==> src/source/mbcPkg.sv <==
// Memory bus control package with the request widths, word address type and phase timing.
package mbcPkg;

  // Words in one memory request, one mask bit per word of the quad-word.
  localparam int RqWords = 4;

  // Clocks per half-phase of the memory bus cycle.
  localparam int PhaseLen = 2;

  // Clocks from a qualified memory data-valid to the core data-valid.
  localparam int DataValDelay = 2;

  typedef logic [RqWords-1:0] rqMaskT;

  // Word within the quad-word, the low two bits of the memory address.
  typedef logic [1:0] wordAdrT;

  typedef enum logic {
    phaseA = 1'b0,
    phaseB = 1'b1
  } busPhaseT;

  // Drops the lowest set bit of a request mask.
  // Acknowledges and core data words are both taken lowest word first.
  function automatic rqMaskT dropLowest(rqMaskT mask);
    rqMaskT below;
    below = mask - rqMaskT'(1);
    return mask & below;
  endfunction

endpackage

==> src/source/mbcIfs.sv <==
// Phase strobe and held request interfaces shared by the memory bus control blocks.
`timescale 1ns/1ps

interface phaseIf;

  logic aChangeComing;
  logic bChangeComing;
  logic phaseChangeComing;
  logic aPhaseComing;

  modport source (
    output aChangeComing,
    output bChangeComing,
    output phaseChangeComing,
    output aPhaseComing
  );

  modport sink (
    input aChangeComing,
    input bChangeComing,
    input phaseChangeComing,
    input aPhaseComing
  );

endinterface

interface heldRqIf;

  mbcPkg::rqMaskT memRq;
  logic memRdRq;
  logic memWrRq;
  mbcPkg::wordAdrT adr;
  logic rqHold;
  logic lastAckn;

  // The request block holds the SBUS request and counts its acknowledges.
  modport request (
    output memRq,
    output memRdRq,
    output memWrRq,
    output adr,
    output lastAckn,
    input rqHold
  );

  modport start (
    output rqHold,
    input lastAckn
  );

  modport reader (
    input memRq,
    input memRdRq,
    input adr
  );

endinterface

==> src/source/busPhaseGen.sv <==
// Memory bus phase generator giving the A/B phase and its change-coming strobes.
`timescale 1ns/1ps

module busPhaseGen (
  input logic clk,
  input logic arstN,
  phaseIf.source phase
);

  typedef logic [$clog2(mbcPkg::PhaseLen)-1:0] cntT;

  logic run;
  cntT halfCnt;
  mbcPkg::busPhaseT curPhase;
  logic lastCyc;
  logic preLast;
  logic aChangeQ;
  logic bChangeQ;

  assign lastCyc = halfCnt == cntT'(mbcPkg::PhaseLen - 1);

  // One cycle ahead of the last cycle of a half-phase, so the strobes can be registered.
  assign preLast = run && halfCnt == cntT'(mbcPkg::PhaseLen - 2);

  always_ff @(posedge clk or negedge arstN) begin
    if (!arstN) begin
      run <= 1'b0;
      halfCnt <= '0;
      curPhase <= mbcPkg::phaseA;
      aChangeQ <= 1'b0;
      bChangeQ <= 1'b0;
    end else begin
      // The sequencer starts one cycle after reset is released.
      run <= 1'b1;
      if (run) begin
        if (lastCyc) begin
          halfCnt <= '0;
          curPhase <= (curPhase == mbcPkg::phaseA) ? mbcPkg::phaseB : mbcPkg::phaseA;
        end else begin
          halfCnt <= halfCnt + cntT'(1);
        end
      end
      aChangeQ <= preLast && curPhase == mbcPkg::phaseB;
      bChangeQ <= preLast && curPhase == mbcPkg::phaseA;
    end
  end

  assign phase.aChangeComing = aChangeQ;
  assign phase.bChangeComing = bChangeQ;
  assign phase.phaseChangeComing = aChangeQ | bChangeQ;
  // A is the next phase for the whole of phase B.
  assign phase.aPhaseComing = curPhase == mbcPkg::phaseB;

  // Every A strobe is followed by a B strobe two cycles later, never in the same cycle.
  aThenB: assert property (@(posedge clk) disable iff (!arstN)
    phase.aChangeComing |-> !phase.bChangeComing ##2 phase.bChangeComing);

endmodule

==> src/source/coreReadSeq.sv <==
// Core read sequencer with the data-valid delay, read-in-progress flag and word address counter.
`timescale 1ns/1ps

module coreReadSeq (
  input logic clk,
  input logic arstN,
  input logic memDataValidA,
  input logic memDataValidB,
  input logic nxmDataVal,
  input logic memStartRd,
  phaseIf.sink phase,
  heldRqIf.reader held,
  output logic coreDataValid,
  output logic coreRdInProg,
  output mbcPkg::wordAdrT coreAdr
);

  logic dvQual;
  logic [mbcPkg::DataValDelay-1:0] dvPipe;
  logic memStartRdQ;
  logic readBegin;
  mbcPkg::rqMaskT remWords;
  mbcPkg::rqMaskT remLeft;

  // Data-valid is sampled in the cycle before the change to its own phase.
  assign dvQual = (memDataValidA | nxmDataVal) & phase.aChangeComing |
                  (memDataValidB | nxmDataVal) & phase.bChangeComing;

  always_ff @(posedge clk or negedge arstN) begin
    if (!arstN) begin
      dvPipe <= '0;
    end else begin
      dvPipe <= {dvPipe[mbcPkg::DataValDelay-2:0], dvQual};
    end
  end

  assign coreDataValid = dvPipe[mbcPkg::DataValDelay-1];

  // First cycle of a read start.
  assign readBegin = memStartRd & ~memStartRdQ & held.memRdRq;

  assign remLeft = mbcPkg::dropLowest(remWords);

  always_ff @(posedge clk or negedge arstN) begin
    if (!arstN) begin
      memStartRdQ <= 1'b0;
      coreRdInProg <= 1'b0;
      remWords <= '0;
      coreAdr <= '0;
    end else begin
      memStartRdQ <= memStartRd;
      if (readBegin) begin
        coreAdr <= held.adr;
        remWords <= held.memRq;
        coreRdInProg <= held.memRq != '0;
      end else if (coreRdInProg && coreDataValid) begin
        remWords <= remLeft;
        if (remLeft != '0) begin
          // The quad-word wraps, so the address steps modulo four.
          coreAdr <= coreAdr + mbcPkg::wordAdrT'(1);
        end else begin
          coreRdInProg <= 1'b0;
        end
      end
    end
  end

  // Memory must not return data for a core read that is not in progress.
  dataInRead: assert property (@(posedge clk) disable iff (!arstN)
    coreDataValid |-> coreRdInProg);

endmodule

==> src/source/mbcTop.sv <==
// Memory bus control top joining the phase generator, start control, request hold and core read.
`timescale 1ns/1ps

module mbcTop (
  input logic clk,
  input logic arstN,
  input logic coreRdRq,
  input logic startMem,
  input logic anyRqIn,
  input logic rdRqIn,
  input logic wrRqIn,
  input mbcPkg::rqMaskT rqIn,
  input mbcPkg::wordAdrT sbusAdr,
  input logic adrParIn,
  input logic wrBadAdrPar,
  input logic memAcknA,
  input logic memAcknB,
  input logic nxmAckn,
  input logic memDataValidA,
  input logic memDataValidB,
  input logic nxmDataVal,
  output logic memStartA,
  output logic memStartB,
  output logic acknPulse,
  output logic memAdrPar,
  output logic coreDataValid,
  output logic coreRdInProg,
  output mbcPkg::wordAdrT coreAdr,
  output logic aChangeComing,
  output logic bChangeComing,
  output mbcPkg::rqMaskT memRq,
  output logic memRdRq,
  output logic memWrRq
);

  logic memStart;
  logic memStartRd;

  phaseIf phaseBus ();
  heldRqIf heldRq ();

  busPhaseGen uPhase (
    .clk(clk),
    .arstN(arstN),
    .phase(phaseBus.source)
  );

  memStartCtl uStart (
    .clk(clk),
    .arstN(arstN),
    .coreRdRq(coreRdRq),
    .startMem(startMem),
    .anyRqIn(anyRqIn),
    .rdRqIn(rdRqIn),
    .memAcknA(memAcknA),
    .memAcknB(memAcknB),
    .nxmAckn(nxmAckn),
    .phase(phaseBus.sink),
    .held(heldRq.start),
    .memStartA(memStartA),
    .memStartB(memStartB),
    .memStart(memStart),
    .memStartRd(memStartRd),
    .acknPulse(acknPulse)
  );

  sbusRequest uRequest (
    .clk(clk),
    .arstN(arstN),
    .rqIn(rqIn),
    .sbusAdr(sbusAdr),
    .rdRqIn(rdRqIn),
    .wrRqIn(wrRqIn),
    .adrParIn(adrParIn),
    .wrBadAdrPar(wrBadAdrPar),
    .memStart(memStart),
    .acknPulse(acknPulse),
    .held(heldRq.request),
    .memAdrPar(memAdrPar)
  );

  coreReadSeq uCoreRead (
    .clk(clk),
    .arstN(arstN),
    .memDataValidA(memDataValidA),
    .memDataValidB(memDataValidB),
    .nxmDataVal(nxmDataVal),
    .memStartRd(memStartRd),
    .phase(phaseBus.sink),
    .held(heldRq.reader),
    .coreDataValid(coreDataValid),
    .coreRdInProg(coreRdInProg),
    .coreAdr(coreAdr)
  );

  assign aChangeComing = phaseBus.aChangeComing;
  assign bChangeComing = phaseBus.bChangeComing;
  assign memRq = heldRq.memRq;
  assign memRdRq = heldRq.memRdRq;
  assign memWrRq = heldRq.memWrRq;

endmodule

==> src/source/memStartCtl.sv <==
// Memory start control arbitrating the start into bus phase A or B until the last acknowledge.
`timescale 1ns/1ps

module memStartCtl (
  input logic clk,
  input logic arstN,
  input logic coreRdRq,
  input logic startMem,
  input logic anyRqIn,
  input logic rdRqIn,
  input logic memAcknA,
  input logic memAcknB,
  input logic nxmAckn,
  phaseIf.sink phase,
  heldRqIf.start held,
  output logic memStartA,
  output logic memStartB,
  output logic memStart,
  output logic memStartRd,
  output logic acknPulse
);

  logic startCause;
  logic setA;
  logic setB;
  logic startClr;
  logic rdStart;

  assign startCause = coreRdRq | startMem | anyRqIn;

  // A new cause is ignored while either start is held.
  assign setA = phase.aChangeComing & startCause & ~memStart;
  assign setB = phase.bChangeComing & startCause & ~memStart;

  // The last acknowledge ends the start at once.
  assign startClr = held.lastAckn;

  always_ff @(posedge clk or negedge arstN) begin
    if (!arstN) begin
      memStartA <= 1'b0;
      memStartB <= 1'b0;
      rdStart <= 1'b0;
    end else begin
      memStartA <= setA | memStartA & ~startClr;
      memStartB <= setB | memStartB & ~startClr;
      if (setA || setB) begin
        rdStart <= rdRqIn;
      end
    end
  end

  assign memStart = memStartA | memStartB;
  assign memStartRd = memStart & rdStart;
  assign held.rqHold = memStart;

  // An acknowledge counts only in the cycle before the change to its own phase.
  // A non-existent memory acknowledge counts in either phase.
  assign acknPulse = phase.phaseChangeComing &
                     (phase.aPhaseComing ? (memAcknA | nxmAckn) : (memAcknB | nxmAckn));

  startsExclusive: assert property (@(posedge clk) disable iff (!arstN)
    !(memStartA && memStartB));

endmodule

==> src/source/sbusRequest.sv <==
// SBUS request hold registers with acknowledge tracking and memory address parity.
`timescale 1ns/1ps

module sbusRequest (
  input logic clk,
  input logic arstN,
  input mbcPkg::rqMaskT rqIn,
  input mbcPkg::wordAdrT sbusAdr,
  input logic rdRqIn,
  input logic wrRqIn,
  input logic adrParIn,
  input logic wrBadAdrPar,
  input logic memStart,
  input logic acknPulse,
  heldRqIf.request held,
  output logic memAdrPar
);

  mbcPkg::rqMaskT ackMask;
  mbcPkg::rqMaskT ackLeft;
  logic adrParHold;
  logic forceBadPar;

  // The held request follows the SBUS inputs until a start holds it.
  always_ff @(posedge clk) begin
    if (!held.rqHold) begin
      held.memRq <= rqIn;
      held.memRdRq <= rdRqIn;
      held.memWrRq <= wrRqIn;
      held.adr <= sbusAdr;
      adrParHold <= adrParIn;
    end
  end

  assign ackLeft = mbcPkg::dropLowest(ackMask);

  always_ff @(posedge clk or negedge arstN) begin
    if (!arstN) begin
      ackMask <= '0;
      forceBadPar <= 1'b0;
    end else begin
      if (!held.rqHold) begin
        ackMask <= rqIn;
      end else if (acknPulse) begin
        ackMask <= ackLeft;
      end
      // Bad parity is armed between starts and kept through the next one.
      forceBadPar <= wrBadAdrPar & ~memStart | memStart & forceBadPar;
    end
  end

  // The last acknowledge is the one that leaves no requested word behind it.
  assign held.lastAckn = acknPulse & (ackLeft == '0);

  assign memAdrPar = adrParHold ^
                     held.memRdRq ^
                     held.memWrRq ^
                     (^held.memRq) ^
                     (^held.adr) ^
                     forceBadPar;

endmodule
==> config.mk <==
export PLATFORM = sky130hd
export DESIGN_NAME = mbcTop
export DESIGN_NICKNAME = d
export VERILOG_FILES = /design/src/source/mbcPkg.sv /design/src/source/mbcIfs.sv /design/src/source/busPhaseGen.sv /design/src/source/coreReadSeq.sv /design/src/source/mbcTop.sv /design/src/source/memStartCtl.sv /design/src/source/sbusRequest.sv
export SDC_FILE = /design/constraint.sdc
export NUM_CORES = 1
export LEC_CHECK = 0
export ABC_AREA = 1
export BUFFER_PORTS_ARGS = -buffer_cell sky130_fd_sc_hd__buf_2
export CORE_MARGIN = 1.5
export CORE_UTILIZATION = 55
export CTS_BUF_LIST = sky130_fd_sc_hd__clkbuf_8
export CTS_CLUSTER_DIAMETER = 80
export DETAILED_ROUTE_END_ITERATION = 6
export PLACE_DENSITY = 0.81
export SLEW_MARGIN = 20
export SYNTH_ARGS = -nofsm -noshare
export SYNTH_HDL_FRONTEND = slang
export SYNTH_HIERARCHICAL = 1
export SYNTH_SLANG_ARGS = --single-unit
==> constraint.sdc <==
create_clock -name clk -period 3.44 [get_ports clk]
set_input_delay 0.688 -clock clk [delete_from_list [all_inputs] [get_ports clk]]
set_output_delay 0.688 -clock clk [all_outputs]
set_load 0.01 [all_outputs]
== Word level (Yosys, flattened, before mapping) ==
Cells that the tools add are included.

* Register bits after elaboration: 32
* Output and inout port bits: 16
* Bits of input ports: 21

* Bitwise operators: 39
* Muxes and demuxes: 13
* Add/sub/neg operators: 4
* Reductions and logical operators: 15
* Eq/ne operators: 2

{| class="wikitable"
|+ Operators with widths
! cell !! count
|-
| two-way mux 4 bit || 4
|-
| bitwise AND 1 bit || 15
|-
| OR 1 bit || 12
|-
| bitwise AND 4 bit || 2
|-
| nonzero test 4 bit || 2
|-
| subtractor 4 x 1 -> 4 bit (second input constant) || 2
|-
| two-way mux 1 bit || 6
|-
| two-way mux 2 bit || 3
|-
| AND reduction 2 bit || 3
|-
| NOT 1 bit || 5
|-
| XOR 1 bit || 5
|-
| logical AND 1 bit || 4
|-
| zero test 4 bit || 1
|-
| nonzero test 2 bit || 2
|-
| XOR reduction 4 bit || 1
|-
| adder 2 x 1 -> 2 bit (second input constant) || 1
|-
| inequality test 2 x 1 -> 1 bit (second input constant) || 1
|-
| inequality test 2 bit (second input constant) || 1
|-
| XOR reduction 2 bit || 1
|-
| adder 1 bit (second input constant) || 1
|-
| logical OR 1 bit || 1
|}

== Longest topological paths before layout ==
* Word-level depth: 7
* Gate-level depth with buffers: 9
* Depth with buffers taken out: 9

== By module ==
Netlist, hierarchy kept.

{| class="wikitable"
|+ Modules (own cells, without submodules)
! module !! area each (um^2) !! seq. area each (um^2) !! cells each !! times used
|-
| sbusRequest || 668.1 || 395.4 || 70 || 1
|-
| coreReadSeq || 511.7 || 250.2 || 64 || 1
|-
| memStartCtl || 212.7 || 75.1 || 28 || 1
|-
| busPhaseGen || 183.9 || 125.1 || 19 || 1
|}

== Least setup slack after synthesis ==
No wires, ideal clock.

* Path type: input -> output
* From: in memAcknB
* To: out acknPulse
* Buffers on the path: 0
* Cell stages on the path: 4
* Arrival time: 1.037 ns
* Slack: 1.715 ns
* Cells stage by stage: inv_1 > o21ai_0 > o21ai_0 > inv_1

* Cells in the longest elaborated chain, start to end: 3

{| class="wikitable"
|+ Ends and longest elaborated chain
! element !! RTL line !! source
|-
| start, declared || mbcTop.sv:17 || <nowiki>input logic memAcknB,</nowiki>
|-
| OR 1 bit || memStartCtl.sv:59 || <nowiki>(phase.aPhaseComing ? (memAcknA | nxmAckn) : (memAcknB | nxmAckn));</nowiki>
|-
| two-way mux 1 bit || memStartCtl.sv:59 ||
|-
| bitwise AND 1 bit || memStartCtl.sv:58 || <nowiki>assign acknPulse = phase.phaseChangeComing &</nowiki>
|-
| end, declared || mbcTop.sv:24 || <nowiki>output logic acknPulse,</nowiki>
|}

No other way between the ends.

== Worst setup path after layout ==
* From: reg uRequest.held.memRq[2]
* To: out memAdrPar

* Cells in the longest elaborated chain, start to end: 4

{| class="wikitable"
|+ Ends and longest elaborated chain
! element !! RTL line !! source
|-
| start, declared || mbcIfs.sv:38 || <nowiki>output memRq,</nowiki>
|-
| start signal, assigned || sbusRequest.sv:27 || <nowiki>held.memRq <= rqIn;</nowiki>
|-
| XOR reduction 4 bit || sbusRequest.sv:58 || <nowiki>(^held.memRq) ^</nowiki>
|-
| XOR 1 bit || sbusRequest.sv:57 || <nowiki>held.memWrRq ^</nowiki>
|-
| XOR 1 bit || sbusRequest.sv:58 ||
|-
| XOR 1 bit || sbusRequest.sv:59 || <nowiki>(^held.adr) ^</nowiki>
|-
| end, declared || mbcTop.sv:25 || <nowiki>output logic memAdrPar,</nowiki>
|}

No other way between the ends.

==> flow_metrics.tcl <==
set metrics [dict create \
    status "finished, final reports clean" \
    met3_usage_pct 5.07 \
    rows 19 \
    rsz0062_at_grt "false" \
    io_buffers 36 \
    drc 0 \
    critPathArrivalTime_ns 1.45 \
    ctsHoldBuffers 0 \
    setup-violations-final 0 \
    final.min_clock_period_ns 2.14 \
    clk_pin_slew_ns 0.07 \
    slowest_delay_ns 0.46 \
    drt_pass1_iterations 4 \
    overflow 0 \
    crit_chain "inv_1, nand2_1, nand3_2, nand2_1, nand2_1, nand2_2, inv_2, nand2_1, nand2_1, buf_2" \
    worstHoldPathType "reg -> reg" \
    yosys.area.top_type "dfrtp_1" \
    grt_usage_pct 20.1 \
    ys_seq_area_share_pct 53.7 \
    grt_start_max_net_pins 24 \
    syn_nets 202 \
    path_buf_inv 3 \
    grt_pass1_vias 1175 \
    finalInstanceArea_mm2 0.00186 \
    finish.utilization_pct 68.2 \
    initial_core_util_pct 57.7 \
    cp-end-kind "primary output" \
    yosysUniqueCellTypes 27 \
    wl_um 2860 \
    hold_depth 0 \
    clockBufferDepth 2 \
    vias_per_cell 5.04 \
    num_vias 1280 \
    maxSlewHeadroom_pct 66.2 \
    io_pins 37 \
    rr_worst_depth 6 \
    crit_path_start_kind "flop" \
    drtIter0Drc 80 \
    die_w_um 56.5 \
    grt_pass1_wl_um 4860 \
    p_leak_nw 0.991 \
    grtUsageMet1_pct 24.1 \
    nets 243 \
    h-tree-depth 2 \
    syn_inst 181 \
    cp_slowest_cell "edfxtp_1" \
    vdd_drop_max_uv 643 \
    antenna_found_initial 0 \
    fmax_mhz 468 \
    synth_top_area_share_pct 36.5 \
    slew_viol_final 0 \
    power.density_mw_per_mm2 857 \
    multi_input_area_um2 596 \
    crit_family "flip-flops" \
    ys_seq_elements 32 \
    critPathKind "reg -> out" \
    postCtsSetupBuffers 0 \
    numCtsBuffers 5 \
    post_drt_wl_per_cell_um 11.3 \
    finClkSkew_ns 0.00724 \
    clock_latency_ns 0.28 \
    ff_latch_area_um2 846 \
    timing.final.crit_share_pct 62.2 \
    cp_max_fo 6 \
    yosys_warnings 6 \
    netlist_top_cells_area "dfrtp_1, edfxtp_1, nand2_1" \
    numClockSinks 32 \
    die-area_mm2 0.00320 \
    cp_num_cells 10 \
    syn-cell-area_mm2 0.00158 \
    dp_hpwl_um 2130 \
    post_cts_resized 0 \
    core_area_mm2 0.00273 \
    cpMostUsedCell "nand2_1" \
    root_buffer "clkbuf_8" \
    layout-drive-gt1-share_pct 28.7 \
    place.gp.congestion 0.778 \
    finalSetupTns_ns 0 \
    max_cap_viol_count 0 \
    antennaDiodeCount 0 \
    grt_busiest_layer "met2" \
    die_h_um 56.5 \
    cts_tree "yes" \
    hold_viol 0 \
    dpl_cell_area_mm2 0.00178 \
    grt_use_met2_pct 34.2 \
    fillers 234 \
    worstMarginPinSlew_ns 0.508 \
    required_ns 2.75 \
    area_delta_synth_final_pct 18.3 \
    syn_avg_cell_area_um2 8.71 \
    drtAntennaViolNets 0 \
]
[cell usage after synthesis]
master,n
buf_4,1
nand2_2,6
o211ai_1,4
nand4_1,1
nand3_1,13
inv_2,5
o21a_1,1
nor2_1,8
xor2_1,1
o311ai_1,1
nor2_4,2
edfxtp_1,9
nor2_2,1
o21ai_1,4
or2_1,2
nand2_4,1
conb_1,1
xnor2_1,1
mux2_2,1
dfrtp_1,23
nand3_2,5
a21oi_1,1
buf_6,1
a22o_1,1
nand2_1,51
o21ai_0,10
inv_1,26
[state kept, by name, summed over array words and instances (netlist names), named ones only]
name / flops
uStart/memStartB: 1
uCoreRead/dvPipe: 2
uRequest/held.memRq: 4
uRequest/held.adr: 2
uRequest/held.memWrRq: 1
uPhase/phase.aChangeComing: 1
uPhase/run: 1
uCoreRead/coreAdr: 2
uPhase/halfCnt: 1
uRequest/adrParHold: 1
uStart/memStartA: 1
uCoreRead/memStartRdQ: 1
uStart/rdStart: 1
uCoreRead/remWords: 4
uCoreRead/coreRdInProg: 1
uPhase/phase.bChangeComing: 1
uRequest/held.memRdRq: 1
uRequest/ackMask: 4
uPhase/phase.aPhaseComing: 1
[cells by family after synthesis]
family          Yosys count  share of synthesized area [%]
compound gates           22                           8.25
xor+xnor                  2                           1.11
flops                    32                           53.7
other cells               1                          0.238
buf+inv                  33                           8.57
mux                       1                          0.714
simple gates             90                           27.5
[per-layer routing]
metal | wire (µm) | vias up
li1 | - | 655
met1 | 1290 | 590
met2 | 1410 | 30
met3 | 115 | 5
met4 | 48 | 0
met5 | 0 | -
[stage by stage]
step	power [mW]	hold WS [ns]	instances	setup slack [ns]
global placement	1.30	0.334	246	1.45
detailed placement	1.33	0.345	246	1.45
CTS	1.61	0.361	254	1.29
floorplan	1.15	0.331	181	1.72
finish	1.60	0.359	254	1.30
global route	1.73	0.366	254	1.16
[worst register-to-register path, cell delays in order (launching register included)]
cell and delay, ns:
dfrtp_1 0.43, o21ai_0 0.17, o21ai_0 0.09, inv_1 0.13
o211ai_1 0.11, a21oi_1 0.20, o21ai_0 0.12
[layout by cell type, fill, tap and decap left out, drive strengths merged]
cell	instances
o21ai	14
o21a	1
o311ai	1
nand2	58
clkinvlp	2
inv	31
o211ai	4
dfrtp	23
or2	2
xor2	1
a22o	1
mux2	1
clkinv	1
nand4	1
nor2	11
nand3	18
conb	1
edfxtp	9
clkbuf	5
xnor2	1
a21oi	1
buf	36
[report_power, final]
part	leakage (nW)	total [mW]	switching, mW	internal [mW]
Clock	0.0378	0.279	0.139	0.139
Combinational	0.577	0.654	0.406	0.248
Sequential	0.377	0.665	0.116	0.549
Total	0.991	1.60	0.662	0.936
[cell type report]
| class | instances | area share, % |
|---|---|---|
| Clock buffer | 5 | 3.69 |
| Clock inverter | 3 | 1.01 |
| Inverter | 31 | 6.24 |
| Multi-Input combinational cell | 116 | 31.9 |
| Sequential cell | 32 | 45.4 |
| Tap cell | 31 | 2.08 |
| Timing Repair Buffer | 36 | 9.66 |
[final timing paths]
path	start	end	slack, ns
setup / recovery	uRequest/held.memRq[2]$_DFFE_PN_	memAdrPar	1.30
hold / removal	uCoreRead/dvPipe[0]$_DFF_PN0_	uCoreRead/dvPipe[1]$_DFF_PN0_	0.36
setup reg to reg	uPhase/phase.aPhaseComing$_DFFE_PN0P_	uStart/memStartA$_DFF_PN0_	2.08
hold reg to reg	uCoreRead/dvPipe[0]$_DFF_PN0_	uCoreRead/dvPipe[1]$_DFF_PN0_	0.36
max in group asynchronous	arstN	uPhase/phase.bChangeComing$_DFF_PN0_	2.72
min in group asynchronous	arstN	uCoreRead/remWords[1]$_DFFE_PN0P_	0.37
Power figures use the tool's default switching activity.
